===== src/logic/core_defs.svh =====
`ifndef CORE_DEFS_SVH
`define CORE_DEFS_SVH

`define DATA_WIDTH 32
`define REG_COUNT  32
`define IMEM_DEPTH 64
`define DMEM_DEPTH 64

`define OP_RTYPE 6'b000000
`define OP_ADDI  6'b001000
`define OP_LW    6'b100011
`define OP_SW    6'b101011
`define OP_BEQ   6'b000100

`define FN_ADD 6'b100000
`define FN_SUB 6'b100010
`define FN_AND 6'b100100
`define FN_OR  6'b100101
`define FN_SLT 6'b101010

`define ALU_AND 4'b0000
`define ALU_OR  4'b0001
`define ALU_ADD 4'b0010
`define ALU_SUB 4'b0110
`define ALU_SLT 4'b0111

`endif


===== src/logic/mipsPkg.sv =====
`include "core_defs.svh"

package mipsPkg;

    //////////////////////////////////////////////////////////////////////
    // Datapath vectors
    //////////////////////////////////////////////////////////////////////

    typedef logic [`DATA_WIDTH-1:0] wordT;      // Data, PC and byte address
    typedef logic [`DATA_WIDTH-1:0] instrT;

    typedef logic [$clog2(`REG_COUNT)-1:0]  regAddrT;
    typedef logic [$clog2(`IMEM_DEPTH)-1:0] imemAddrT;  // Word index
    typedef logic [$clog2(`DMEM_DEPTH)-1:0] dmemAddrT;  // Word index

    //////////////////////////////////////////////////////////////////////
    // Instruction fields and control
    //////////////////////////////////////////////////////////////////////

    typedef logic [5:0] opcodeT;
    typedef logic [5:0] functT;

    // 00 add, 01 sub, 10 from function code
    typedef logic [1:0] aluOpT;

    typedef logic [3:0] aluCtrlT;

endpackage


===== src/logic/fetchStage.sv =====
`timescale 1ns/1ps
`include "core_defs.svh"

module fetchStage
    import mipsPkg::*;
(
    input  logic     CLK,
    input  logic     RST,
    input  logic     run,
    input  logic     loadEn,
    input  imemAddrT loadAddr,
    input  instrT    loadData,
    input  logic     takeBranch,
    input  wordT     branchTarget,
    output instrT    ifInstr,
    output wordT     ifPcPlus4
);

    wordT     pc;
    wordT     pcPlus4;
    imemAddrT fetchIdx;
    instrT    fetchWord;

    instrT imem [`IMEM_DEPTH];

    assign pcPlus4   = pc + 32'd4;
    assign fetchIdx  = pc[7:2];
    assign fetchWord = imem[fetchIdx];

    //////////////////////////////////////////////////////////////////////
    // Program counter
    //////////////////////////////////////////////////////////////////////

    always_ff @(posedge CLK or posedge RST) begin
        if (RST) begin
            pc <= '0;
        end else if (!run) begin
            pc <= '0;               // Held at start while stopped
        end else if (takeBranch) begin
            pc <= branchTarget;
        end else begin
            pc <= pcPlus4;
        end
    end

    // Program load port
    always_ff @(posedge CLK) begin
        if (loadEn) begin
            imem[loadAddr] <= loadData;
        end
    end

    //////////////////////////////////////////////////////////////////////
    // IF/ID register
    //////////////////////////////////////////////////////////////////////

    always_ff @(posedge CLK or posedge RST) begin
        if (RST) begin
            ifInstr   <= '0;
            ifPcPlus4 <= '0;
        end else begin
            ifInstr   <= run ? fetchWord : '0;   // No-op while stopped
            ifPcPlus4 <= run ? pcPlus4 : '0;
        end
    end

endmodule


===== config.mk =====
export PLATFORM = sky130hd
export DESIGN_NAME = fetchStage
export DESIGN_NICKNAME = d
export VERILOG_FILES = /design/src/logic/mipsPkg.sv /design/src/logic/fetchStage.sv
export VERILOG_INCLUDE_DIRS = /design/src /design/src/logic
export SDC_FILE = /design/constraint.sdc
export NUM_CORES = 2
export LEC_CHECK = 0
export BUFFER_PORTS_ARGS = -buffer_cell sky130_fd_sc_hd__buf_4
export CORE_MARGIN = 5
export CORE_UTILIZATION = 55
export DETAILED_ROUTE_END_ITERATION = 12
export PLACE_DENSITY = 0.68
export SYNTH_ARGS = -nofsm -noshare
export SYNTH_HDL_FRONTEND = slang
export SYNTH_SLANG_ARGS = --single-unit

===== constraint.sdc =====
create_clock -name CLK -period 3.7 [get_ports CLK]
set_input_delay 0.185 -clock CLK [delete_from_list [all_inputs] [get_ports CLK]]
set_output_delay 0.185 -clock CLK [all_outputs]
set_load 0.1 [all_outputs]

# Word-level counts from Yosys, hierarchy flattened
# Memories as Yosys holds them, arrays and structs flattened.
# Index checks and enable logic that the tools add are counted.
# word_totals
out_inout_bits	64
mem_bits_rw	2048
latchBits	0
mem_count	1
romBits	0
register_bits	96
word_cells	11
inputBits	75
# op_classes
bitwise	0
order_cmp	0
n_shift	0
mul	0
n_reduce_logical	0
addsub	1
n_eq_ne	0
mux	6
n_div	0
# mem_list
name	depth	word_bits	read_ports	rd_clocked_by_memory_dff	write_ports	line_no	source
imem	64	32	1	0	1	fetchStage.sv:24	instrT imem [`IMEM_DEPTH];
# op_table
operator	count
$mux W32	4
$add A32 B3 Y32 const B	1
$mux W1	2

# Longest topological paths before layout
# logic_depth
word_depth	3
ltp_mapped	10
mapped_depth_nobuf	5

# Worst setup path before layout
# Ideal clock, no wire load.
# synth_path
kind	input -> register
startpoint	input loadAddr[3]
endpoint	memory imem[48][0] (netlist bit) (enable)
arrival_ns	2.884
slack_ns	0.355
path_stages	4
cell_sequence	clkbuf_1 > nor2b_1 > nand4b_1 > nor3_1
# synth_lines
item	line_no	source
start: declaration	fetchStage.sv:11	input imemAddrT loadAddr,
end: declaration	fetchStage.sv:24	
# Straight into the memory's write port.

# Final worst setup path
# layout_path
startpoint	register pc[3]
endpoint	register ifInstr[24]
# layout_via
elab_chain_cells	2
# layout_rtl
item	line_no	source
start: declaration	fetchStage.sv:19	wordT pc;
start signal: assignment	fetchStage.sv:40	pc <= branchTarget;
start signal: assignment	fetchStage.sv:42	pc <= pcPlus4;
$mem_v2 Z64 W32	n/a	
$mux W32	fetchStage.sv:62	ifInstr <= run ? fetchWord : '0;
end signal: assignment	fetchStage.sv:62	
end: declaration	fetchStage.sv:15	output instrT ifInstr,
# Every way passes these cells.

==> qor.yml <==
worst_setup_path:
  path_cells: "buf_12 -> buf_12 -> buf_4 -> mux4_2 -> mux2i_1 -> a211oi_1 -> a21boi_1 -> o21ai_1"
  end_kind: "flop"
  critPathSlowestCell: "a211oi_1"
  required_ps: 4440
  path_buf_inv: 3
  critical-path-max-stage-delay_ps: 980
  crit_type: "flop to flop"
  cp.arrival_ps: 4190
  crit_top_cell: "buf_12"
  path_max_fanout: 33
  crit_family: "compound AO/OA/AOI/OAI gates"
  cp-start-kind: "flop"
yosys:
  synth_compound_area_frac: 0.0195
  netlist_instances: 3637
  synth_area_leader_cell: "edfxtp_1"
  ys.flop_type: "edfxtp_1"
  synth-edff-count: 2048
  yosysWarnings: 0
  synth-seq-area-share: 0.778
  syn_avg_cell_area_sq_um: 22.6
  synth_xor_area_frac: 0.00298
  synth_nets: 3713
  muxShareOfSynthArea: 0.161
  synthSimpleGateAreaFrac: 0.0238
  synth.top_cell.area_share: 0.748
  synthAdderAreaFrac: 0.000152
  synth_cell_types: 66
  synth_top_family_by_area: "multiplexers"
  async_flop_share: 0.0448
  ys_top_cells_by_area: "edfxtp_1, mux4_2, dfrtp_1"
  synth-seq-cells: 2144
  synth_area_sq_um: 82200
global_routing:
  antenna_found_initial: 3
  grt_pass1_vias: 41372
  grt_max_degree: 81
  grt_pass1_wl_um: 315000
  grt_usage: 0.286
  overflow: 0
cells_and_area:
  fillerInstances: 9731
  drive_gt1_frac: 0.306
  multi_input_area_sq_um: 17500
  area_delta_synth_final_pct: 15.4
  seq_area_sq_um: 63900
  finalNetCount: 4194
  final_area_sq_um: 94800
timing:
  finalSetupTns_ps: 0
  relSlewSlack: 0.213
  hold_slack_ps: 45.2
  period_share: 0.933
  rsz0062_at_grt: "false"
  period_needed_ps: 3450
  report.final.hold_viol_count: 0
  fin_worst_skew_ps: 24.7
  setup_viol: 0
  slew_violations: 0
  tightest_slew_ps: 1170
  fmax_mhz: 290
drt:
  viasPerCell: 6.68
  drt_iter0_markers: 5538
  via_count: 41561
  wl_per_cell_um: 35.8
  first_pass_iters: 5
  drt_wl_total_um: 223000
  post-route-drc-count: 0
  detail-route-antenna-nets: 0
floorplanning:
  fp.dieH_um: 397
  dieWidth_um: 397
  rows: 141
  ios: 139
  start_util: 0.555
  coreArea_sq_um: 148000
  dieArea_sq_um: 157000
flow_run:
  max-cap-violations: 0
clocking:
  cts_buffers: 207
  clockRootBuffer: "clkbuf_16"
  clockBufferDepth: 3
  cts-resized-gates: 0
  cts_tree: "yes"
  cts_setup_buffers: 0
  cts_htree_levels: 4
  clock_sinks: 2144
  clk_latency_ps: 830
  clkTransAtPathRegs_ps: 60
placed_design:
  placed_area_sq_um: 87400
  port_buffers: 138
  gp_congestion: 0.831
  post-dp-hpwl_um: 129000
power:
  leakage_nw: 30.4
  total_power_mw: 51.1
  power.density_nw_per_um2: 539
  max-vdd-ir-drop_v: 0.000450
outcome:
  status: "completed"
worst_hold_path:
  hp-class: "input port to asynchronous set/reset pin"
[cells in the mapped netlist (4+ instances only)]
cell	number
and3_1	5
nor2_1	121
a22oi_1	31
a211oi_1	18
inv_1	8
buf_6	33
nand2b_1	26
mux2i_1	62
dfrtp_1	96
nor3_1	21
a32oi_1	17
buf_2	54
o21ai_1	15
a221oi_1	4
nor2b_1	15
and2_1	37
buf_1	14
nand2_1	103
o211ai_1	4
mux4_2	558
and4_1	4
nand3b_1	5
edfxtp_1	2048
xnor2_1	9
o21ai_0	5
mux2_2	4
buf_4	30
o22ai_1	22
o211a_1	19
nand4_1	12
xor2_1	19
a21oi_1	38
or3b_2	4
clkbuf_1	70
nor4_1	8
o21a_1	4
a31oi_1	13
nand3_1	36
[worst min-delay path, stage by stage]
cell	delay [ps]
dlygate4sd3_1	530
buf_4	140
inv_4	520
[cell usage in the layout (no fill, tap or decap), types with 5 or more instances in the layout]
cell / n
edfxtp_1: 2048
mux4_2: 558
buf_4: 324
clkbuf_16: 210
nand2_1: 103
dlygate4sd3_1: 97
dfrtp_1: 90
clkbuf_1: 65
mux2i_1: 62
nor2_4: 62
nor2_1: 58
buf_12: 52
clkinv_2: 39
a21oi_1: 38
and2_1: 37
nand3_1: 36
clkinv_1: 31
a22oi_1: 31
nand2b_1: 26
o22ai_1: 22
xor2_1: 19
nor3_1: 19
o211a_1: 19
a211oi_1: 18
a32oi_1: 17
o21ai_1: 15
nor2b_1: 13
a31oi_1: 13
clkbuf_8: 13
nand4_1: 12
xnor2_1: 9
nor4_1: 8
bufinv_16: 8
inv_1: 7
and3_1: 5
nand3b_1: 5
o21ai_0: 5
clkinv_8: 5
clkinvlp_4: 5
[power breakdown]
group | switching [mW] | internal [mW] | leakage, nW
registers | 0.167 | 26.8 | 19.7
clock network | 8.86 | 11.3 | 3.15
logic | 2.49 | 1.49 | 7.54
total | 11.5 | 39.6 | 30.4
[cells by family (layout without fill, tap and decap cells)]
family | Yosys count | after routing
AO/OA/AOI/OAI | 221 | 221
XOR/XNOR | 28 | 28
adder cells (fa/ha/maj) | 1 | 1
buffers and inverters | 211 | 865
flip-flops | 2144 | 2144
multiplexers | 625 | 625
other | 0 | 1
AND/OR/NAND/NOR | 407 | 407
[final timing paths]
kind / endpoint / startpoint / cells past startpoint / slack, ps
max: ifInstr[24]$_DFF_PP0_ / pc[3]$_DFF_PP0_ / 8 / 250
min: ifInstr[30]$_DFF_PP0_ / RST / 3 / 50
max reg2reg: ifInstr[24]$_DFF_PP0_ / pc[3]$_DFF_PP0_ / 8 / 250
min reg2reg: ifPcPlus4[0]$_DFF_PP0_ / pc[0]$_DFFE_PP0P_ / 1 / 500
max in group asynchronous: pc[5]$_DFF_PP0_ / RST / 4 / 2740
min in group CLK: pc[31]$_DFF_PP0_ / takeBranch / 2 / 50
[layer usage]
metal | share of wire | global-route usage | wire length [um] | vias to the layer above
met1 | 0.37 | 0.404 | 82700 | 22303
met5 | 0.000058 | 0 | 13 | -
met2 | 0.49 | 0.462 | 109000 | 2562
li1 | - | - | - | 16316
met4 | 0.037 | 0.0960 | 8330 | 2
met3 | 0.099 | 0.0489 | 22100 | 378
[through the flow]
step,utilization,cells,setup WS (ps)
global placement,0.590,5742,356
CTS,0.640,6221,358
floorplan,-,3637,355
global route,0.640,6221,287
finish,0.640,6222,249
detailed placement,0.590,5742,374
[final cells by class]
class	count	share of cell area
sequential	2144	0.674
multi-input combinational	1282	0.185
clock buffer	288	0.0599
timing repair buffer	473	0.0469
tap	1930	0.0255
clock inverter	94	0.00806
inverter	10	0.000501
antenna	1	0.0000264
[repair_timing]
item,in CTS,in global routing
hold buffers,97,0
endpoints found under the setup margin,0,0
hold endpoints to repair,2133,0
[flip-flops by register name, indices dropped and copies added (netlist names)]
signal	cells
ifInstr	32
ifPcPlus4	32
imem	2048
pc	32
Power figures use the tool's default switching activity.
