[config.mk]
export PLATFORM = sky130hd
export DESIGN_NAME = memoryStage
export DESIGN_NICKNAME = d
export VERILOG_FILES = /design/src/logic/mipsPkg.sv /design/src/logic/memoryStage.sv
export VERILOG_INCLUDE_DIRS = /design/src /design/src/logic
export SDC_FILE = /design/constraint.sdc
export NUM_CORES = 2
export LEC_CHECK = 0
export ABC_AREA = 1
export ABC_CLOCK_PERIOD_IN_PS = 166600
export BUFFER_PORTS_ARGS = -buffer_cell sky130_fd_sc_hd__buf_2
export CORE_ASPECT_RATIO = 2
export CORE_MARGIN = 10
export CORE_UTILIZATION = 60
export DETAILED_ROUTE_END_ITERATION = 12
export GPL_ROUTABILITY_DRIVEN = 0
export PLACE_DENSITY = 0.77
export SLEW_MARGIN = 0
export SYNTH_ARGS = -nofsm -noshare
export SYNTH_HDL_FRONTEND = slang
export SYNTH_SLANG_ARGS = --single-unit
[constraint.sdc]
create_clock -name CLK -period 166.6 [get_ports CLK]
set_input_delay 8.33 -clock CLK [delete_from_list [all_inputs] [get_ports CLK]]
set_output_delay 8.33 -clock CLK [all_outputs]
set_load 0.02 [all_outputs]
[src/logic/core_defs.svh]
`ifndef CORE_DEFS_SVH
`define CORE_DEFS_SVH

`define DATA_WIDTH 32
`define REG_COUNT  32
`define IMEM_DEPTH 64
`define DMEM_DEPTH 64

`define OP_RTYPE 6'b000000
`define OP_ADDI  6'b001000
`define OP_LW    6'b100011
`define OP_SW    6'b101011
`define OP_BEQ   6'b000100

`define FN_ADD 6'b100000
`define FN_SUB 6'b100010
`define FN_AND 6'b100100
`define FN_OR  6'b100101
`define FN_SLT 6'b101010

`define ALU_AND 4'b0000
`define ALU_OR  4'b0001
`define ALU_ADD 4'b0010
`define ALU_SUB 4'b0110
`define ALU_SLT 4'b0111

`endif

[src/logic/mipsPkg.sv]
`include "core_defs.svh"

package mipsPkg;

    //////////////////////////////////////////////////////////////////////
    // Datapath vectors
    //////////////////////////////////////////////////////////////////////

    typedef logic [`DATA_WIDTH-1:0] wordT;      // Data, PC and byte address
    typedef logic [`DATA_WIDTH-1:0] instrT;

    typedef logic [$clog2(`REG_COUNT)-1:0]  regAddrT;
    typedef logic [$clog2(`IMEM_DEPTH)-1:0] imemAddrT;  // Word index
    typedef logic [$clog2(`DMEM_DEPTH)-1:0] dmemAddrT;  // Word index

    //////////////////////////////////////////////////////////////////////
    // Instruction fields and control
    //////////////////////////////////////////////////////////////////////

    typedef logic [5:0] opcodeT;
    typedef logic [5:0] functT;

    // 00 add, 01 sub, 10 from function code
    typedef logic [1:0] aluOpT;

    typedef logic [3:0] aluCtrlT;

endpackage

[src/logic/memoryStage.sv]
`timescale 1ns/1ps
`include "core_defs.svh"

module memoryStage
    import mipsPkg::*;
(
    input  logic    CLK,
    input  logic    RST,
    input  logic    exRegWrite,
    input  logic    exMemToReg,
    input  logic    exBranch,
    input  logic    exMemWrite,
    input  wordT    exBranchTarget,
    input  wordT    exAluResult,
    input  logic    exZero,
    input  wordT    exStoreData,
    input  regAddrT exDestReg,
    output logic    takeBranch,
    output wordT    branchTarget,
    output logic    wbValid,
    output regAddrT wbReg,
    output wordT    wbData,
    output logic    storeValid,
    output wordT    storeAddr,
    output wordT    storeData
);

    dmemAddrT memIdx;
    wordT     loadWord;
    logic     wbMemToReg;
    wordT     wbAluResult;
    wordT     wbLoadWord;

    wordT dmem [`DMEM_DEPTH];

    assign memIdx   = exAluResult[7:2];
    assign loadWord = dmem[memIdx];

    assign takeBranch   = exBranch & exZero;
    assign branchTarget = exBranchTarget;

    assign storeValid = exMemWrite;
    assign storeAddr  = exAluResult;
    assign storeData  = exStoreData;

    //////////////////////////////////////////////////////////////////////
    // Data memory
    //////////////////////////////////////////////////////////////////////

    always_ff @(posedge CLK or posedge RST) begin
        if (RST) begin
            for (int i = 0; i < `DMEM_DEPTH; i++) begin
                dmem[i] <= '0;
            end
        end else if (exMemWrite) begin
            dmem[memIdx] <= exStoreData;
        end
    end

    //////////////////////////////////////////////////////////////////////
    // MEM/WB register and writeback select
    //////////////////////////////////////////////////////////////////////

    always_ff @(posedge CLK or posedge RST) begin
        if (RST) begin
            wbValid     <= 1'b0;
            wbReg       <= '0;
            wbMemToReg  <= 1'b0;
            wbAluResult <= '0;
            wbLoadWord  <= '0;
        end else begin
            wbValid     <= exRegWrite && (exDestReg != '0);   // r0 writes dropped
            wbReg       <= exDestReg;
            wbMemToReg  <= exMemToReg;
            wbAluResult <= exAluResult;
            wbLoadWord  <= loadWord;
        end
    end

    assign wbData = wbMemToReg ? wbLoadWord : wbAluResult;

endmodule

* Word level (Yosys, flattened, before mapping)
Index checks and enable logic that the tools add are counted.
Word-level totals: output and inout port bits 136, input bits 108, register bits 2119
Cells by class: reduce and logical (&&, ||, !) cells 3, mux-type cells 7, bitwise gates (word level) 2, magnitude comparators 2
Operator list (count):
- bitwise mux 2048 bit | 1
- binary-select mux 32 bit (select 6 bit) | 1
- demux 32 bit (select 6 bit) | 1
- 2-to-1 mux 32 bit | 4
- greater-or-equal comparator 7 bit, second input constant | 1
- less-than comparator 7 x 1 -> 1 bit, second input constant | 1
- inverter 6 -> 7 bit | 1
- nonzero test 5 bit | 1
- logical AND 1 bit | 2
- bitwise AND 1 bit | 1

* Logic depth before layout (Yosys ltp)
depth in word-level cells 6, depth in mapped cells 15

* Worst setup path before layout
OpenSTA, ideal clock, no wires.
path type input port to output port, from input port exBranch, to output port takeBranch, stages 2, data arrival time 8.499 ns, setup slack 149.771 ns, required time 158.270 ns, cells stage by stage nand2_1 > inv_1
On the way: longest elaborated chain between the ends 1
RTL lines:
- start, declared | RTL line memoryStage.sv:11 | input logic exBranch,
- bitwise AND 1 bit | RTL line memoryStage.sv:39 | assign takeBranch = exBranch & exZero;
- end, declared | RTL line memoryStage.sv:18 | output logic takeBranch,
No other way between the ends.

* Worst setup path in the final report
from input port exAluResult[4], to output port storeAddr[4]
RTL lines:
- start, declared | RTL line memoryStage.sv:14 | input wordT exAluResult,
- end, declared | RTL line memoryStage.sv:24 | output wordT storeAddr,
No word-level cell between the ends.

==> impl_metrics.prom <==
# TYPE chip_impl_metric gauge
chip_impl_metric{name="post-synth-top-area-fraction",unit=""} 0.533
chip_impl_metric{name="clk_path_buf_depth",unit=""} 4
chip_impl_metric{name="worstPathRequired",unit="ns"} 158.27
chip_impl_metric{name="design.die.area",unit="um^2"} 184000
chip_impl_metric{name="layout-drive-gt1-share",unit=""} 0.0601
chip_impl_metric{name="cellLeakagePower",unit="nW"} 55.6
chip_impl_info{name="layout_commonest_cell",value="nand2_1"} 1
chip_impl_metric{name="num_vias",unit=""} 88500
chip_impl_info{name="most-common-layout-cells",value="nand2_1 (6,706), dfrtp_1 (2,118), o21ai_0 (1,445)"} 1
chip_impl_info{name="worstSetupStartpointType",value="primary input"} 1
chip_impl_metric{name="detail_route.wl_per_cell",unit="um"} 21.6
chip_impl_metric{name="grt_max_degree",unit=""} 191
chip_impl_metric{name="sequential_share_of_the_synthesized_area",unit=""} 0.533
chip_impl_metric{name="area_growth_syn_to_layout",unit="%"} 6.58
chip_impl_metric{name="worst-path-max-fanout",unit=""} 70
chip_impl_metric{name="final.min_clock_period",unit="ns"} 17.34
chip_impl_metric{name="cts-buffers-inserted",unit=""} 192
chip_impl_metric{name="post_synth.cell_area_avg",unit="um^2"} 7.41
chip_impl_metric{name="timing.fmax",unit="MHz"} 57.7
chip_impl_info{name="critical_path.top_delay_family",value="buffers and inverters"} 1
chip_impl_metric{name="holdPathStages",unit=""} 2
chip_impl_metric{name="clock_skew",unit="ns"} 0.0351
chip_impl_metric{name="netlist_area",unit="um^2"} 99500
chip_impl_metric{name="slowest_delay",unit="ns"} 0.38
chip_impl_metric{name="fp-row-count",unit=""} 211
chip_impl_metric{name="clock_tree.htree_level_count",unit=""} 4
chip_impl_metric{name="synth_cell_types",unit=""} 24
chip_impl_metric{name="timing.final.hold_violations",unit=""} 0
chip_impl_metric{name="cp.buffers_inverters",unit=""} 2
chip_impl_metric{name="placement.setup.worst_slack",unit="ns"} 149.20
chip_impl_metric{name="filler_cell_count",unit=""} 14000
chip_impl_metric{name="drc",unit=""} 0
chip_impl_info{name="run_status",value="completed"} 1
chip_impl_metric{name="core",unit="um^2"} 165000
chip_impl_metric{name="cts_hold_buf",unit=""} 0
chip_impl_metric{name="clk_pin_slew",unit="ns"} 0.06
chip_impl_metric{name="initial_core_util",unit=""} 0.603
chip_impl_info{name="critical_path.endpoint_type",value="output port"} 1
chip_impl_info{name="critical-path-slowest-cell",value="buf_8"} 1
chip_impl_metric{name="syn_nets",unit=""} 13500
chip_impl_metric{name="detailedRoute.firstPassIterationCount",unit=""} 6
chip_impl_metric{name="vias_in_the_first_global_route",unit=""} 86000
chip_impl_info{name="clockRootBuffer",value="clkbuf_16"} 1
chip_impl_metric{name="yosys_warnings",unit=""} 0
chip_impl_metric{name="vdd_ir_drop_max",unit="V"} 0.00000968
chip_impl_metric{name="synth.ff_latch_count",unit=""} 2119
chip_impl_metric{name="endpoint_arrival_time_on_the_critical_path",unit="ns"} 9.01
chip_impl_info{name="hold_wc_path_type",value="reg -> reg"} 1
chip_impl_info{name="critical_path.cell_chain",value="buf_8 -> buf_2"} 1
chip_impl_metric{name="dp.final_hpwl",unit="um"} 186000
chip_impl_metric{name="worst_pin_slew",unit="ns"} 1.25
chip_impl_metric{name="die_w",unit="um"} 308
chip_impl_metric{name="slew_viol_final",unit=""} 0
chip_impl_metric{name="grtUsageTotal",unit=""} 0.353
chip_impl_metric{name="cts.repair_timing.setup_buffer_count",unit=""} 0
chip_impl_metric{name="io_pins",unit=""} 244
chip_impl_info{name="path_class",value="in -> out"} 1
chip_impl_metric{name="fin_nets",unit=""} 12900
chip_impl_metric{name="timing.critical_path.depth",unit=""} 2
chip_impl_metric{name="total_power",unit="mW"} 1.30
chip_impl_metric{name="grt_pass1_wl",unit="um"} 501000
chip_impl_info{name="synth_top_cell_by_area",value="dfrtp_1"} 1
chip_impl_metric{name="fin_setup_tns",unit="ns"} 0
chip_impl_info{name="tritoncts",value="built"} 1
chip_impl_metric{name="cap_violations",unit=""} 0
chip_impl_metric{name="sum_of_overflow_across_all_layers_after_global_routing",unit=""} 0
chip_impl_metric{name="remaining_antenna_violation_count_after_routing",unit=""} 0
chip_impl_info{name="rsz0062_at_grt",value="false"} 1
chip_impl_metric{name="detailedRoute.firstIterationViolations",unit=""} 9970
chip_impl_metric{name="drt-total-wl",unit="um"} 326000
chip_impl_metric{name="tritoncts_num_sinks",unit=""} 2119
chip_impl_metric{name="power_density",unit="nW/um^2"} 12.3
chip_impl_metric{name="netlist_instances",unit=""} 13400
chip_impl_metric{name="count_of_cells_along_the_worst_register_to_register_path",unit=""} 10
chip_impl_metric{name="portBuffers",unit=""} 179
chip_impl_metric{name="finalCoreUtilization",unit=""} 0.643
chip_impl_metric{name="worst_slack",unit="ns"} 149.26
chip_impl_metric{name="die_h",unit="um"} 596
chip_impl_metric{name="clk-insertion-delay-late",unit="ns"} 0.85
chip_impl_info{name="synthTopCellsByArea",value="dfrtp_1 (53%), nand2_1 (25%), o21ai_0 (7.3%), a21oi_1 (3.5%), nor2_1 (2.9%)"} 1
chip_impl_metric{name="min_period_over_period",unit=""} 0.104
chip_impl_metric{name="setup_viol_count_final",unit=""} 0
chip_impl_metric{name="post_cts_resize_count",unit=""} 0
chip_impl_metric{name="route.detailed.vias_per_inst",unit=""} 5.87
chip_impl_metric{name="initial_antenna_violation_count",unit=""} 11
chip_impl_metric{name="relSlewSlack",unit=""} 0.165
[synth_stat cells (all sizes together)]
cell	number
nand3	8
nand3b	1
or2	3
or4	1
clkbuf	697
o21ai	1547
o211ai	4
dfrtp	2119
nand2	6746
a21oi	699
inv	323
nor3	8
buf	431
nor2	810
mux2	32
[logic make-up (layout without fill, tap and decap cells)]
| family | Yosys count | count (layout) | share of synthesized area |
|---|---|---|---|
| multiplexers | 32 | 32 | 0.00362 |
| AND/OR/NAND/NOR | 7577 | 7577 | 0.288 |
| buffers and inverters | 1451 | 976 | 0.0618 |
| other | 0 | 4 | 0 |
| flip-flops | 2119 | 2119 | 0.533 |
| AO/OA/AOI/OAI | 2250 | 2250 | 0.113 |
[routing by layer]
layer	routed length, um	vias to the layer above	GRT usage
li1	-	40200	-
met1	115000	42000	0.419
met2	149000	4987	0.567
met3	33700	1259	0.0713
met4	27900	16	0.260
met5	102	-	0
[path summary, 6_finish.rpt]
kind                           startpoint              to  slack [ns]
min in group asynchronous             RST      dmem[1757]        7.71
hold reg to reg                 dmem[302]       dmem[302]        0.48
setup reg to reg               dmem[1564]  wbLoadWord[28]      164.37
max in group asynchronous             RST       dmem[344]      155.54
setup / recovery           exAluResult[4]    storeAddr[4]      149.26
hold / removal                  dmem[302]       dmem[302]        0.48
[worst register-to-register path: stages (launching register included)]
cell	delay (ns)
dfrtp_1	0.38
nand2_1	0.06
o21ai_0	0.11
nand2_1	0.11
nand2_1	0.07
nand2_1	0.06
nand2_1	0.08
nand2_1	0.07
nand2_1	0.16
nor2_1	0.67
nand2_1	0.25
[sequential cells by signal, indices dropped and copies added, names as in the netlist]
signal / flops
wbLoadWord: 32
dmem: 2048
wbValid: 1
wbMemToReg: 1
wbAluResult: 32
wbReg: 5
[stage by stage]
stage	instances	hold WS, ns	cell area, um^2
2_1_floorplan	13400	0.445	99500
3_3_place_gp	14700	0.459	99600
3_5_place_dp	14700	0.473	99600
4_1_cts	15100	0.488	106000
5_1_grt	15100	0.499	106000
6_report	15100	0.485	106000
[power by group]
group | total, mW | switching, mW | internal (mW)
combinational | 0.205 | 0.137 | 0.0682
clock | 0.461 | 0.200 | 0.262
sequential | 0.638 | 0.0424 | 0.595
[area by class of cell]
cell class	count	area, um^2	area share
Antenna cell	4	10.0	0.0000944
Clock buffer	280	5660	0.0534
Clock inverter	57	769	0.00726
Inverter	323	1240	0.0117
Multi-Input combinational cell	9859	40600	0.383
Sequential cell	2119	53000	0.500
Tap cell	2130	2670	0.0251
Timing Repair Buffer	316	2050	0.0194
No activity file was read; power rests on OpenSTA's default activity.
