===== config.mk =====
export PLATFORM = sky130hd
export DESIGN_NAME = executeStage
export DESIGN_NICKNAME = d
export VERILOG_FILES = /design/src/logic/mipsPkg.sv /design/src/logic/executeStage.sv
export VERILOG_INCLUDE_DIRS = /design/src /design/src/logic
export SDC_FILE = /design/constraint.sdc
export NUM_CORES = 1
export LEC_CHECK = 0
export ABC_CLOCK_PERIOD_IN_PS = 4400
export BUFFER_PORTS_ARGS = -buffer_cell sky130_fd_sc_hd__buf_4
export CELL_PAD_IN_SITES_DETAIL_PLACEMENT = 1
export CELL_PAD_IN_SITES_GLOBAL_PLACEMENT = 1
export CORE_ASPECT_RATIO = 2
export CORE_MARGIN = 3
export CORE_UTILIZATION = 41
export CTS_CLUSTER_SIZE = 40
export DETAILED_ROUTE_END_ITERATION = 10
export PLACE_DENSITY_LB_ADDON = 0.1
export SYNTH_ARGS = -nofsm -noshare
export SYNTH_HDL_FRONTEND = slang
export SYNTH_SLANG_ARGS = --single-unit

===== constraint.sdc =====
create_clock -name CLK -period 4.4 [get_ports CLK]
set_input_delay 0.44 -clock CLK [delete_from_list [all_inputs] [get_ports CLK]]
set_output_delay 0.44 -clock CLK [all_outputs]
set_load 0.05 [all_outputs]

===== src/logic/core_defs.svh =====
`ifndef CORE_DEFS_SVH
`define CORE_DEFS_SVH

`define DATA_WIDTH 32
`define REG_COUNT  32
`define IMEM_DEPTH 64
`define DMEM_DEPTH 64

`define OP_RTYPE 6'b000000
`define OP_ADDI  6'b001000
`define OP_LW    6'b100011
`define OP_SW    6'b101011
`define OP_BEQ   6'b000100

`define FN_ADD 6'b100000
`define FN_SUB 6'b100010
`define FN_AND 6'b100100
`define FN_OR  6'b100101
`define FN_SLT 6'b101010

`define ALU_AND 4'b0000
`define ALU_OR  4'b0001
`define ALU_ADD 4'b0010
`define ALU_SUB 4'b0110
`define ALU_SLT 4'b0111

`endif


===== src/logic/mipsPkg.sv =====
`include "core_defs.svh"

package mipsPkg;

    //////////////////////////////////////////////////////////////////////
    // Datapath vectors
    //////////////////////////////////////////////////////////////////////

    typedef logic [`DATA_WIDTH-1:0] wordT;      // Data, PC and byte address
    typedef logic [`DATA_WIDTH-1:0] instrT;

    typedef logic [$clog2(`REG_COUNT)-1:0]  regAddrT;
    typedef logic [$clog2(`IMEM_DEPTH)-1:0] imemAddrT;  // Word index
    typedef logic [$clog2(`DMEM_DEPTH)-1:0] dmemAddrT;  // Word index

    //////////////////////////////////////////////////////////////////////
    // Instruction fields and control
    //////////////////////////////////////////////////////////////////////

    typedef logic [5:0] opcodeT;
    typedef logic [5:0] functT;

    // 00 add, 01 sub, 10 from function code
    typedef logic [1:0] aluOpT;

    typedef logic [3:0] aluCtrlT;

endpackage


===== src/logic/executeStage.sv =====
`timescale 1ns/1ps
`include "core_defs.svh"

module executeStage
    import mipsPkg::*;
(
    input  logic    CLK,
    input  logic    RST,
    input  logic    regWrite,
    input  logic    memToReg,
    input  logic    branch,
    input  logic    memWrite,
    input  logic    aluSrc,
    input  logic    regDst,
    input  aluOpT   aluOp,
    input  wordT    idPcPlus4,
    input  wordT    idRs,
    input  wordT    idRt,
    input  wordT    idImm,
    input  regAddrT idRtNum,
    input  regAddrT idRdNum,
    output logic    exRegWrite,
    output logic    exMemToReg,
    output logic    exBranch,
    output logic    exMemWrite,
    output wordT    exBranchTarget,
    output wordT    exAluResult,
    output logic    exZero,
    output wordT    exStoreData,
    output regAddrT exDestReg
);

    functT   funct;
    aluCtrlT aluCtrl;
    wordT    operandB;
    wordT    aluResult;

    assign funct    = idImm[5:0];            // R-type function field
    assign operandB = aluSrc ? idImm : idRt;

    always_comb begin
        case (aluOp)
            2'b00:   aluCtrl = `ALU_ADD;     // addi, lw, sw
            2'b01:   aluCtrl = `ALU_SUB;     // beq
            default: begin
                case (funct)
                    `FN_SUB: aluCtrl = `ALU_SUB;
                    `FN_AND: aluCtrl = `ALU_AND;
                    `FN_OR:  aluCtrl = `ALU_OR;
                    `FN_SLT: aluCtrl = `ALU_SLT;
                    default: aluCtrl = `ALU_ADD;
                endcase
            end
        endcase
    end

    always_comb begin
        case (aluCtrl)
            `ALU_AND: aluResult = idRs & operandB;
            `ALU_OR:  aluResult = idRs | operandB;
            `ALU_SUB: aluResult = idRs - operandB;
            `ALU_SLT: aluResult = (idRs < operandB) ? 32'd1 : 32'd0;  // Unsigned
            default:  aluResult = idRs + operandB;
        endcase
    end

    //////////////////////////////////////////////////////////////////////
    // EX/MEM register
    //////////////////////////////////////////////////////////////////////

    always_ff @(posedge CLK or posedge RST) begin
        if (RST) begin
            exRegWrite     <= 1'b0;
            exMemToReg     <= 1'b0;
            exBranch       <= 1'b0;
            exMemWrite     <= 1'b0;
            exBranchTarget <= '0;
            exAluResult    <= '0;
            exZero         <= 1'b0;
            exStoreData    <= '0;
            exDestReg      <= '0;
        end else begin
            exRegWrite     <= regWrite;
            exMemToReg     <= memToReg;
            exBranch       <= branch;
            exMemWrite     <= memWrite;
            exBranchTarget <= idPcPlus4 + {idImm[29:0], 2'b00};
            exAluResult    <= aluResult;
            exZero         <= (aluResult == '0);
            exStoreData    <= idRt;
            exDestReg      <= regDst ? idRdNum : idRtNum;
        end
    end

endmodule


# Yosys cells after proc, flatten, opt, wreduce, memory -nomap -nowiden
# Index checks and enable logic that the tools add are counted.
[word_totals]
reg_bits = 106
input_bits = 148
out_inout_bits = 106
elab_cells = 32
[op_classes]
n_addsub = 3
magnitude_cmp = 1
n_eq_ne = 8
muxes = 6
n_bitwise = 2
n_reduce_logical = 3
[op_table]
columns = ["op", "n"]
rows = [
  ["32-bit one-hot mux with 4 select lines", 1],
  ["32-bit adder", 2],
  ["32-bit bitwise AND", 1],
  ["32-bit zero test", 1],
  ["32-bit < comparator", 1],
  ["32-bit 2-to-1 mux", 1],
  ["32-bit OR", 1],
  ["32-bit subtractor", 1],
  ["6-bit == test (second input constant)", 4],
  ["3-bit one-hot mux with 4 select lines", 1],
  ["4-bit by 3-bit == test with 1-bit output (second input constant)", 2],
  ["3-bit one-hot mux with 2 select lines", 1],
  ["5-bit 2-to-1 mux", 1],
  ["4-bit by 1-bit == test with 1-bit output (second input constant)", 1],
  ["4-bit zero test", 1],
  ["2-bit by 1-bit == test with 1-bit output (second input constant)", 1],
  ["2-bit zero test", 1],
  ["1-bit 2-to-1 mux", 1],
]

# Depth between registers and ports, before layout
# Gate-level depths: netlist of the first run.
[depth]
word_depth = 6
depth_mapped = 22
depth_no_buf = 16

# Worst setup path before layout of the first run
# Ideal clock, no wire load.
[synth_path]
path_type = "input-to-reg"
from = "input idImm[0]"
to = "register exZero"
setup_ns = 0.095
arrival_ns = 4.930
t_required_ns = 4.305
setup_slack_ns = -0.625
cell_stages = 22
n_path_buf = 6
path_cell_list = "buf_6 -> clkbuf_1 -> clkbuf_1 -> buf_2 -> buf_2 -> clkbuf_1 -> mux2i_1 -> inv_1 -> ha_1 -> inv_1 -> fa_1 -> nand2b_1 -> a211oi_1 -> nor3_1 -> xnor2_1 -> a2bb2oi_2 -> or4b_1 -> or4_1 -> nor3_1 -> and4b_1 -> nand4bb_1 -> nor4b_2"
[synth_between]
elab_chain_len = 6
elab_cells_between_ends = 19
classes_between = "add/sub: 2; order compare: 1; eq/ne: 7; mux: 5; bitwise: 2; reduce/logical: 2"
[synth_rtl]
columns = ["item", "line", "source"]
rows = [
  ["start, declared", "executeStage.sv:19", "input wordT idImm,"],
  ["branches (longest 4 deep; another with 32-bit adder)", "n/a", ""],
  ["32-bit one-hot mux with 4 select lines *", "executeStage.sv:58", "case (aluCtrl)"],
  ["via aluResult[6]", "executeStage.sv:36", "wordT aluResult;"],
  ["32-bit zero test *", "executeStage.sv:89", "exZero <= (aluResult == '0);"],
  ["end signal, assigned", "executeStage.sv:89", ""],
  ["end, declared", "executeStage.sv:28", "output logic exZero,"],
]
# Mark *: on every way through the listed nets, which the timed path passes.

# Worst setup path in the final report of the first run
[layout_path]
from = "input aluSrc"
to = "register exZero"
[layout_between]
elab_chain_len = 5
elab_cells_between_ends = 9
classes_between = "add/sub: 2; order compare: 1; mux: 3; bitwise: 2; reduce/logical: 1"
[layout_rtl]
columns = ["item", "line", "source"]
rows = [
  ["start, declared", "executeStage.sv:13", "input logic aluSrc,"],
  ["32-bit 2-to-1 mux *", "executeStage.sv:39", "assign operandB = aluSrc ? idImm : idRt;"],
  ["32-bit < comparator", "executeStage.sv:62", "`ALU_SLT: aluResult = (idRs < operandB) ? 32'd1 : 32'd0;"],
  ["1-bit 2-to-1 mux", "executeStage.sv:62", ""],
  ["32-bit one-hot mux with 4 select lines *", "executeStage.sv:58", ""],
  ["32-bit zero test *", "executeStage.sv:89", ""],
]
# Every way passes the cells marked *; elsewhere a longest branch is shown, timed or not.

==> metrics.md, run 1 <==
| Metric | Value |
|---|---|
| Number of global-route vias before repair | 12,100 |
| EDFF count, synth | 0 |
| Clock sink count | 106 |
| Met2 wire len | 24,600 um |
| Core Region | 0.0240 mm2 |
| Synth Instances | 1,171 |
| Crit share post-route | 93.7% |
| Largest net degree at the start of global routing | 76 |
| CTS buffer count | 9 |
| Initial DRC count | 524 |
| LEAKAGE | 6.73 nW |
| CP bufs+invs | 3 |
| CP endpoint kind | flip-flop |
| Longest Clk Path Bufs | 2 |
| Antenna violation net count after detailed routing | 0 |
| Post-synth top area share | 26.4% |
| Place WS | -563 ps |
| Cells along the critical path | buf_4 -> buf_4 -> mux2i_1 -> buf_4 -> ha_1 -> o21ai_0 -> a31oi_1 -> o21ai_1 -> a21oi_1 -> o21ai_1 -> o211ai_1 -> and3_1 -> nor2_1 -> nor2_1 -> o32ai_1 -> nor4b_2 |
| Netlist cell types | 88 |
| RSZ-0062 raised after global routing | no |
| Status | complete, no violations |
| Ys Warns | 0 |
| Startpoint Class | primary input |
| Setup WS post-layout | 276 ps |
| End of the critical path | exZero |
| Most frequent cells after synthesis | ha_1, inv_1, dfrtp_1 |
| Filler instances | 2,933 |
| Number of cells on the critical path | 16 |
| First-pass GRT wire length | 68,100 um |
| Final #Nets | 1,830 |
| Pre-Repair DR Iteration Count | 5 |
| Global Route Usage Sum | 34.6% |
| Slew margin rel. | 32.5% |
| Crit-path leading delay family | compound AO/OA/AOI/OAI gates |
| Final Max Tran Viols | 0 |
| Commonest register cell after synthesis | dfrtp_1 |
| PD cells | 336 mW/mm2 |
| H-tree depth | 3 |
| Syn Nets | 1,465 |
| Slowest cell delay on critical path | 460 ps |
| Share of post-route cells with drive strength above 1 | 29.5% |
| Number of synthesized register bits | 106 |
| CTS resizes | 1 |
| Req. time, crit path | 4700 ps |
| Synth area leader | dfrtp_1 |
| Top sig layer | met4 |
| Seq/Total Area, Yosys | 26.4% |
| Avg Inst Size Synth | 8.59 um2 |
| CTS tree | done |
| Post-synth ARST share | 100% |
| Crit Path Class | primary input to flip-flop |
| Metal3 WL | 1830 um |
| VDD IR max | 0.288 mV |
| # Max-Cap Violations | 0 |
| I/O Buffers | 253 |
| Root buf cell | clkbuf_16 |
| Tightest Pin Transition | 1010 ps |
| P&R area growth vs syn | 34.4% |
| Worst min-delay path class | primary input to flip-flop |
| Crit path time final | 4120 ps |
| Vias per inst | 5.94 |
| Max Fclk | 0.242 GHz |
| Most used cell, CP | buf_4 |
| Most common cell in the netlist | ha_1 |
| Final Hold Vio Count | 0 |
| Initial antenna violation count | 0 |
| Top cells by area, synth | dfrtp_1, ha_1, a21oi_1 |
| Routed vias | 10,900 |
| DIE WIDTH | 117 um |
| Grt total ovfl | 0 |
| FP Rows | 80 |
| IO Count | 254 |
| Final setup violation count | 0 |
| CP max FO | 9 |
| GPL Wtd Cong | 1.04 |
| Routed WL per cell | 25.0 um |
| Wire length on met1 | 13,800 um |
| DRC Markers | 0 |
| Crit path launch | aluSrc |
| DIE AREA | 0.0266 mm2 |
| Crit path arrival time | 4420 ps |
| Mapped cell area | 0.0101 mm2 |
| Worst-path cell with the longest stage delay | o21ai_1 |
| # hold bufs at CTS | 0 |
| Dpl hpwl | 38,000 um |
| Clk pin slew, worst setup/hold paths | 100 ps |
| Starting Density | 41.9% |
| DIE HEIGHT | 228 um |
| Drt total wl | 45,600 um |
| Postcts setup bufs | 0 |
| Total power | 4.55 mW |
| Antenna cell count | 0 |
| Worst Min Path Start | idRt[27] |
==> power by group <==
group / internal, mW / switching (mW) / total (mW)
Clock: 0.400 / 0.451 / 0.851
Combinational: 0.929 / 1.59 / 2.52
Sequential: 1.12 / 0.0499 / 1.17
Total: 2.45 / 2.09 / 4.55
==> flip-flops by register name, indices dropped and copies added, names as in the netlist <==
name / cells
exStoreData: 32
exMemToReg: 1
exMemWrite: 1
exDestReg: 5
exBranch: 1
exRegWrite: 1
exZero: 1
exAluResult: 32
exBranchTarget: 32
==> cell type report <==
type                            instances  area [um2]  share of cell area [%]
Clock inverter                          6        57.6                   0.426
Tap cell                              287         359                    2.66
Inverter                              111         419                    3.10
Clock buffer                           10         229                    1.69
Timing Repair Buffer                  395        2970                    21.9
Multi-Input combinational cell        913        6830                    50.6
Sequential cell                       106        2650                    19.6
==> logic make-up (layout without fill, tap and decap cells) <==
kind of cell	after synthesis	count (layout)	synth area share (%)
AND/OR/NAND/NOR	322	322	16.0
AO/OA/AOI/OAI	341	341	23.2
flip-flops	106	106	26.4
XOR/XNOR	54	54	4.70
multiplexers	50	50	5.04
adder cells (fa/ha/maj)	146	146	18.4
buffers and inverters	152	522	6.28
==> layout by cell type (no fill, tap or decap), drive strengths merged, types with 6 or more instances in the layout <==
cell    synthesis  layout
buf            12     395
ha            143     143
inv           111     115
dfrtp         106     106
a21oi          90      90
nor2           85      85
nand2          84      84
o21ai          62      62
mux2i          45      45
xnor2          41      41
a211oi         24      24
nand3          23      23
nor3           19      19
nand4          17      17
o211ai         17      17
nand2b         17      17
a21o           16      16
nor4           16      16
nor2b          15      15
o21a           15      15
xor2           13      13
o31ai          13      13
clkbuf         29      10
or2             9       9
a31oi           9       9
o21bai          8       8
o22ai           8       8
o221ai          8       8
and2            8       8
a211o           7       7
or3             7       7
a21boi          6       6
o311ai          6       6
==> per-stage QoR <==
stage	instances	area, um2	hold WS [ps]	setup TNS (ps)	utilization, %
4_1_cts	1828	13500	144	0	56.1
5_1_grt	1828	13500	152	0	56.3
2_1_floorplan	1171	10100	471	0	-
6_report	1828	13500	157	0	56.3
3_5_place_dp	1812	13200	551	-599	54.9
3_3_place_gp	1812	13200	550	-503	54.9
==> metal layers <==
layer	track usage, %	vias to the layer above
met5	0	-
met4	33.5	0
met3	5.13	232
met2	64.1	403
met1	30.0	5285
li1	-	4933
==> worst min path at each step <==
stage / slack [ps] / depth (start not counted) / to
after floorplan: 470 / 0 / exBranch
final: 160 / 1 / exStoreData[27]
after global placement: 550 / 1 / exBranchTarget[1]
after CTS: 140 / 1 / exStoreData[27]
after global routing: 150 / 1 / exStoreData[27]
after detailed placement: 550 / 1 / exBranchTarget[0]
No activity file was read; power rests on OpenSTA's default activity.
==> run 2, diff against run 1 <==
CORE_MARGIN = not set   (was 3)
==> metrics.md, run 2 (synthesis results as in run 1) <==
| Metric | Value |
|---|---|
| Setup WS post-layout | 90.5 ps (was 276 ps) |
| Crit path time final | 4310 ps (was 4120 ps) |
| Share of post-route cells with drive strength above 1 | 32.9% (was 29.5%) |
| Tightest Pin Transition | 829 ps (was 1010 ps) |
| DIE HEIGHT | 224 um (was 228 um) |
| Postcts setup bufs | 0 (unchanged) |
| Clk pin slew, worst setup/hold paths | 80 ps (was 100 ps) |
| Crit share post-route | 97.9% (was 93.7%) |
| # Max-Cap Violations | 0 (unchanged) |
| Final Hold Vio Count | 0 (unchanged) |
| Filler instances | 2,935 (was 2,933) |
| Place WS | -377 ps (was -563 ps) |
| Root buf cell | clkbuf_16 (unchanged) |
| Routed WL per cell | 24.7 um (was 25.0 um) |
| Regs by FF count | exAluResult x32, exBranchTarget x32, exStoreData x32 (unchanged) |
| Largest net degree at the start of global routing | 62 (was 76) |
| Area of the multi-input gates | 0.00686 mm2 (was 0.00683 mm2) |
| Drt total wl | 46,900 um (was 45,600 um) |
| Final #Nets | 1,902 (was 1,830) |
| Antenna violation net count after detailed routing | 0 (unchanged) |
| Crit path arrival time | 4600 ps (was 4420 ps) |
| LEAKAGE | 7.08 nW (was 6.73 nW) |
| End of the critical path | exZero (unchanged) |
| CP endpoint kind | flip-flop (unchanged) |
| Final Max Tran Viols | 0 (unchanged) |
| Routed vias | 11,300 (was 10,900) |
| Initial DRC count | 476 (was 524) |
| P&R area growth vs syn | 40.0% (was 34.4%) |
| Global Route Usage Sum | 38.3% (was 34.6%) |
| Clock sink count | 106 (unchanged) |
| Vias per inst | 5.96 (was 5.94) |
| Worst min-delay path class | primary input to asynchronous set/reset pin (was primary input to flip-flop) |
| Grt total ovfl | 0 (unchanged) |
| DIE WIDTH | 113 um (was 117 um) |
| FP Rows | 80 (unchanged) |
| Highest-count cells in the layout ignoring fill and taps | buf_4, ha_1, inv_1 (unchanged) |
| Longest Clk Path Bufs | 2 (unchanged) |
| DIE AREA | 0.0252 mm2 (was 0.0266 mm2) |
| Total power | 4.64 mW (was 4.55 mW) |
| First-pass GRT wire length | 71,000 um (was 68,100 um) |
| Reg area | 0.00265 mm2 (unchanged) |
| DRC Markers | 0 (unchanged) |
| CTS buffer count | 9 (unchanged) |
| Req. time, crit path | 4690 ps (was 4700 ps) |
| Initial antenna violation count | 0 (unchanged) |
| Pre-Repair DR Iteration Count | 4 (was 5) |
| PD cells | 330 mW/mm2 (was 336 mW/mm2) |
| Startpoint Class | primary input (unchanged) |
| Status | complete, no violations (unchanged) |
| CTS tree | done (unchanged) |
| Commonest non-fill, non-tap cell in the layout | buf_4 (unchanged) |
| Crit Path Class | primary input to flip-flop (unchanged) |
| Final setup violation count | 0 (unchanged) |
| Crit path launch | aluSrc (unchanged) |
| Max Fclk | 0.232 GHz (was 0.242 GHz) |
| Number of global-route vias before repair | 12,800 (was 12,100) |
| IO Count | 254 (unchanged) |
| CP max FO | 6 (was 9) |
| Starting Density | 42.0% (was 41.9%) |
| Core Region | 0.0239 mm2 (was 0.0240 mm2) |
| Antenna cell count | 0 (unchanged) |
| Slew margin rel. | 44.4% (was 32.5%) |
| H-tree depth | 3 (unchanged) |
| Dpl hpwl | 38,600 um (was 38,000 um) |
| WHS | 76.5 ps (was 157 ps) |
| VDD IR max | 0.243 mV (was 0.288 mV) |
| I/O Buffers | 253 (unchanged) |
| GPL Wtd Cong | 0.948 (was 1.04) |
## run 2: cell count changes in the layout (fill, tap and decap cells not counted), sizes merged
cell | before | now
buf | 395 | 467
clkinv | 2 | 1
## run 2: how the worst min path moves through the flow
| stage | endpoint | depth (start not counted) | slack [ps] | start |
|---|---|---|---|---|
| finish | exStoreData[10] | 2 | 80 | RST |
| floorplan | exBranch | 0 | 470 | branch |
| detailed placement | exStoreData[10] | 2 | 490 | RST |
| global placement | exStoreData[10] | 2 | 490 | RST |
| CTS | exStoreData[10] | 2 | 80 | RST |
| global route | exBranchTarget[1] | 2 | 120 | RST |
## run 2: what timing repair did
action                     in CTS  in global routing
resized for setup               2                 12
hold buffers                    0                  0
gates cloned                    0                  0
pin swaps                       0                  1
setup endpoints to repair       1                  1
## run 2: cell type report
cell class	instances	area share, %
clock buffers	10	1.70
repair buffers	467	24.9
clock inverters	5	0.311
flip-flops and latches	106	18.8
multi-input cells	913	48.7
well taps	287	2.55
inverters	111	2.98
## run 2: per-layer routing
layer,share of wire [%],global-route usage [%]
met1,30,31.5
met2,54,72.0
met3,4.9,7.91
met4,12,38.9
met5,0,0
## run 2: through the flow
step                cell area [um2]  TNS (ps)  std cells  util (%)
floorplan                     10100         0       1171         -
global placement              13700      -348       1884      57.4
detailed placement            13700      -413       1884      57.4
CTS                           14000         0       1899      58.6
global route                  14100     -35.4       1899      58.8
finish                        14100         0       1899      58.8
## run 2: worst max-delay path: stages
cell       delay (ps)
buf_4             150
buf_4             160
mux2i_1           300
buf_4             200
inv_1              40
ha_1              200
or2_2             320
o21ai_0           390
buf_4             200
a21oi_1           100
o21ai_2           420
xor2_1            260
o2111ai_1         230
nor4_4            340
buf_4             170
and4b_1           190
nand4bb_1         190
nor4b_2           280
## run 2: where the power goes
group	internal, mW	switching [mW]
Sequential	1.12	0.0476
Clock	0.407	0.427
Combinational	0.999	1.64
Total	2.53	2.11
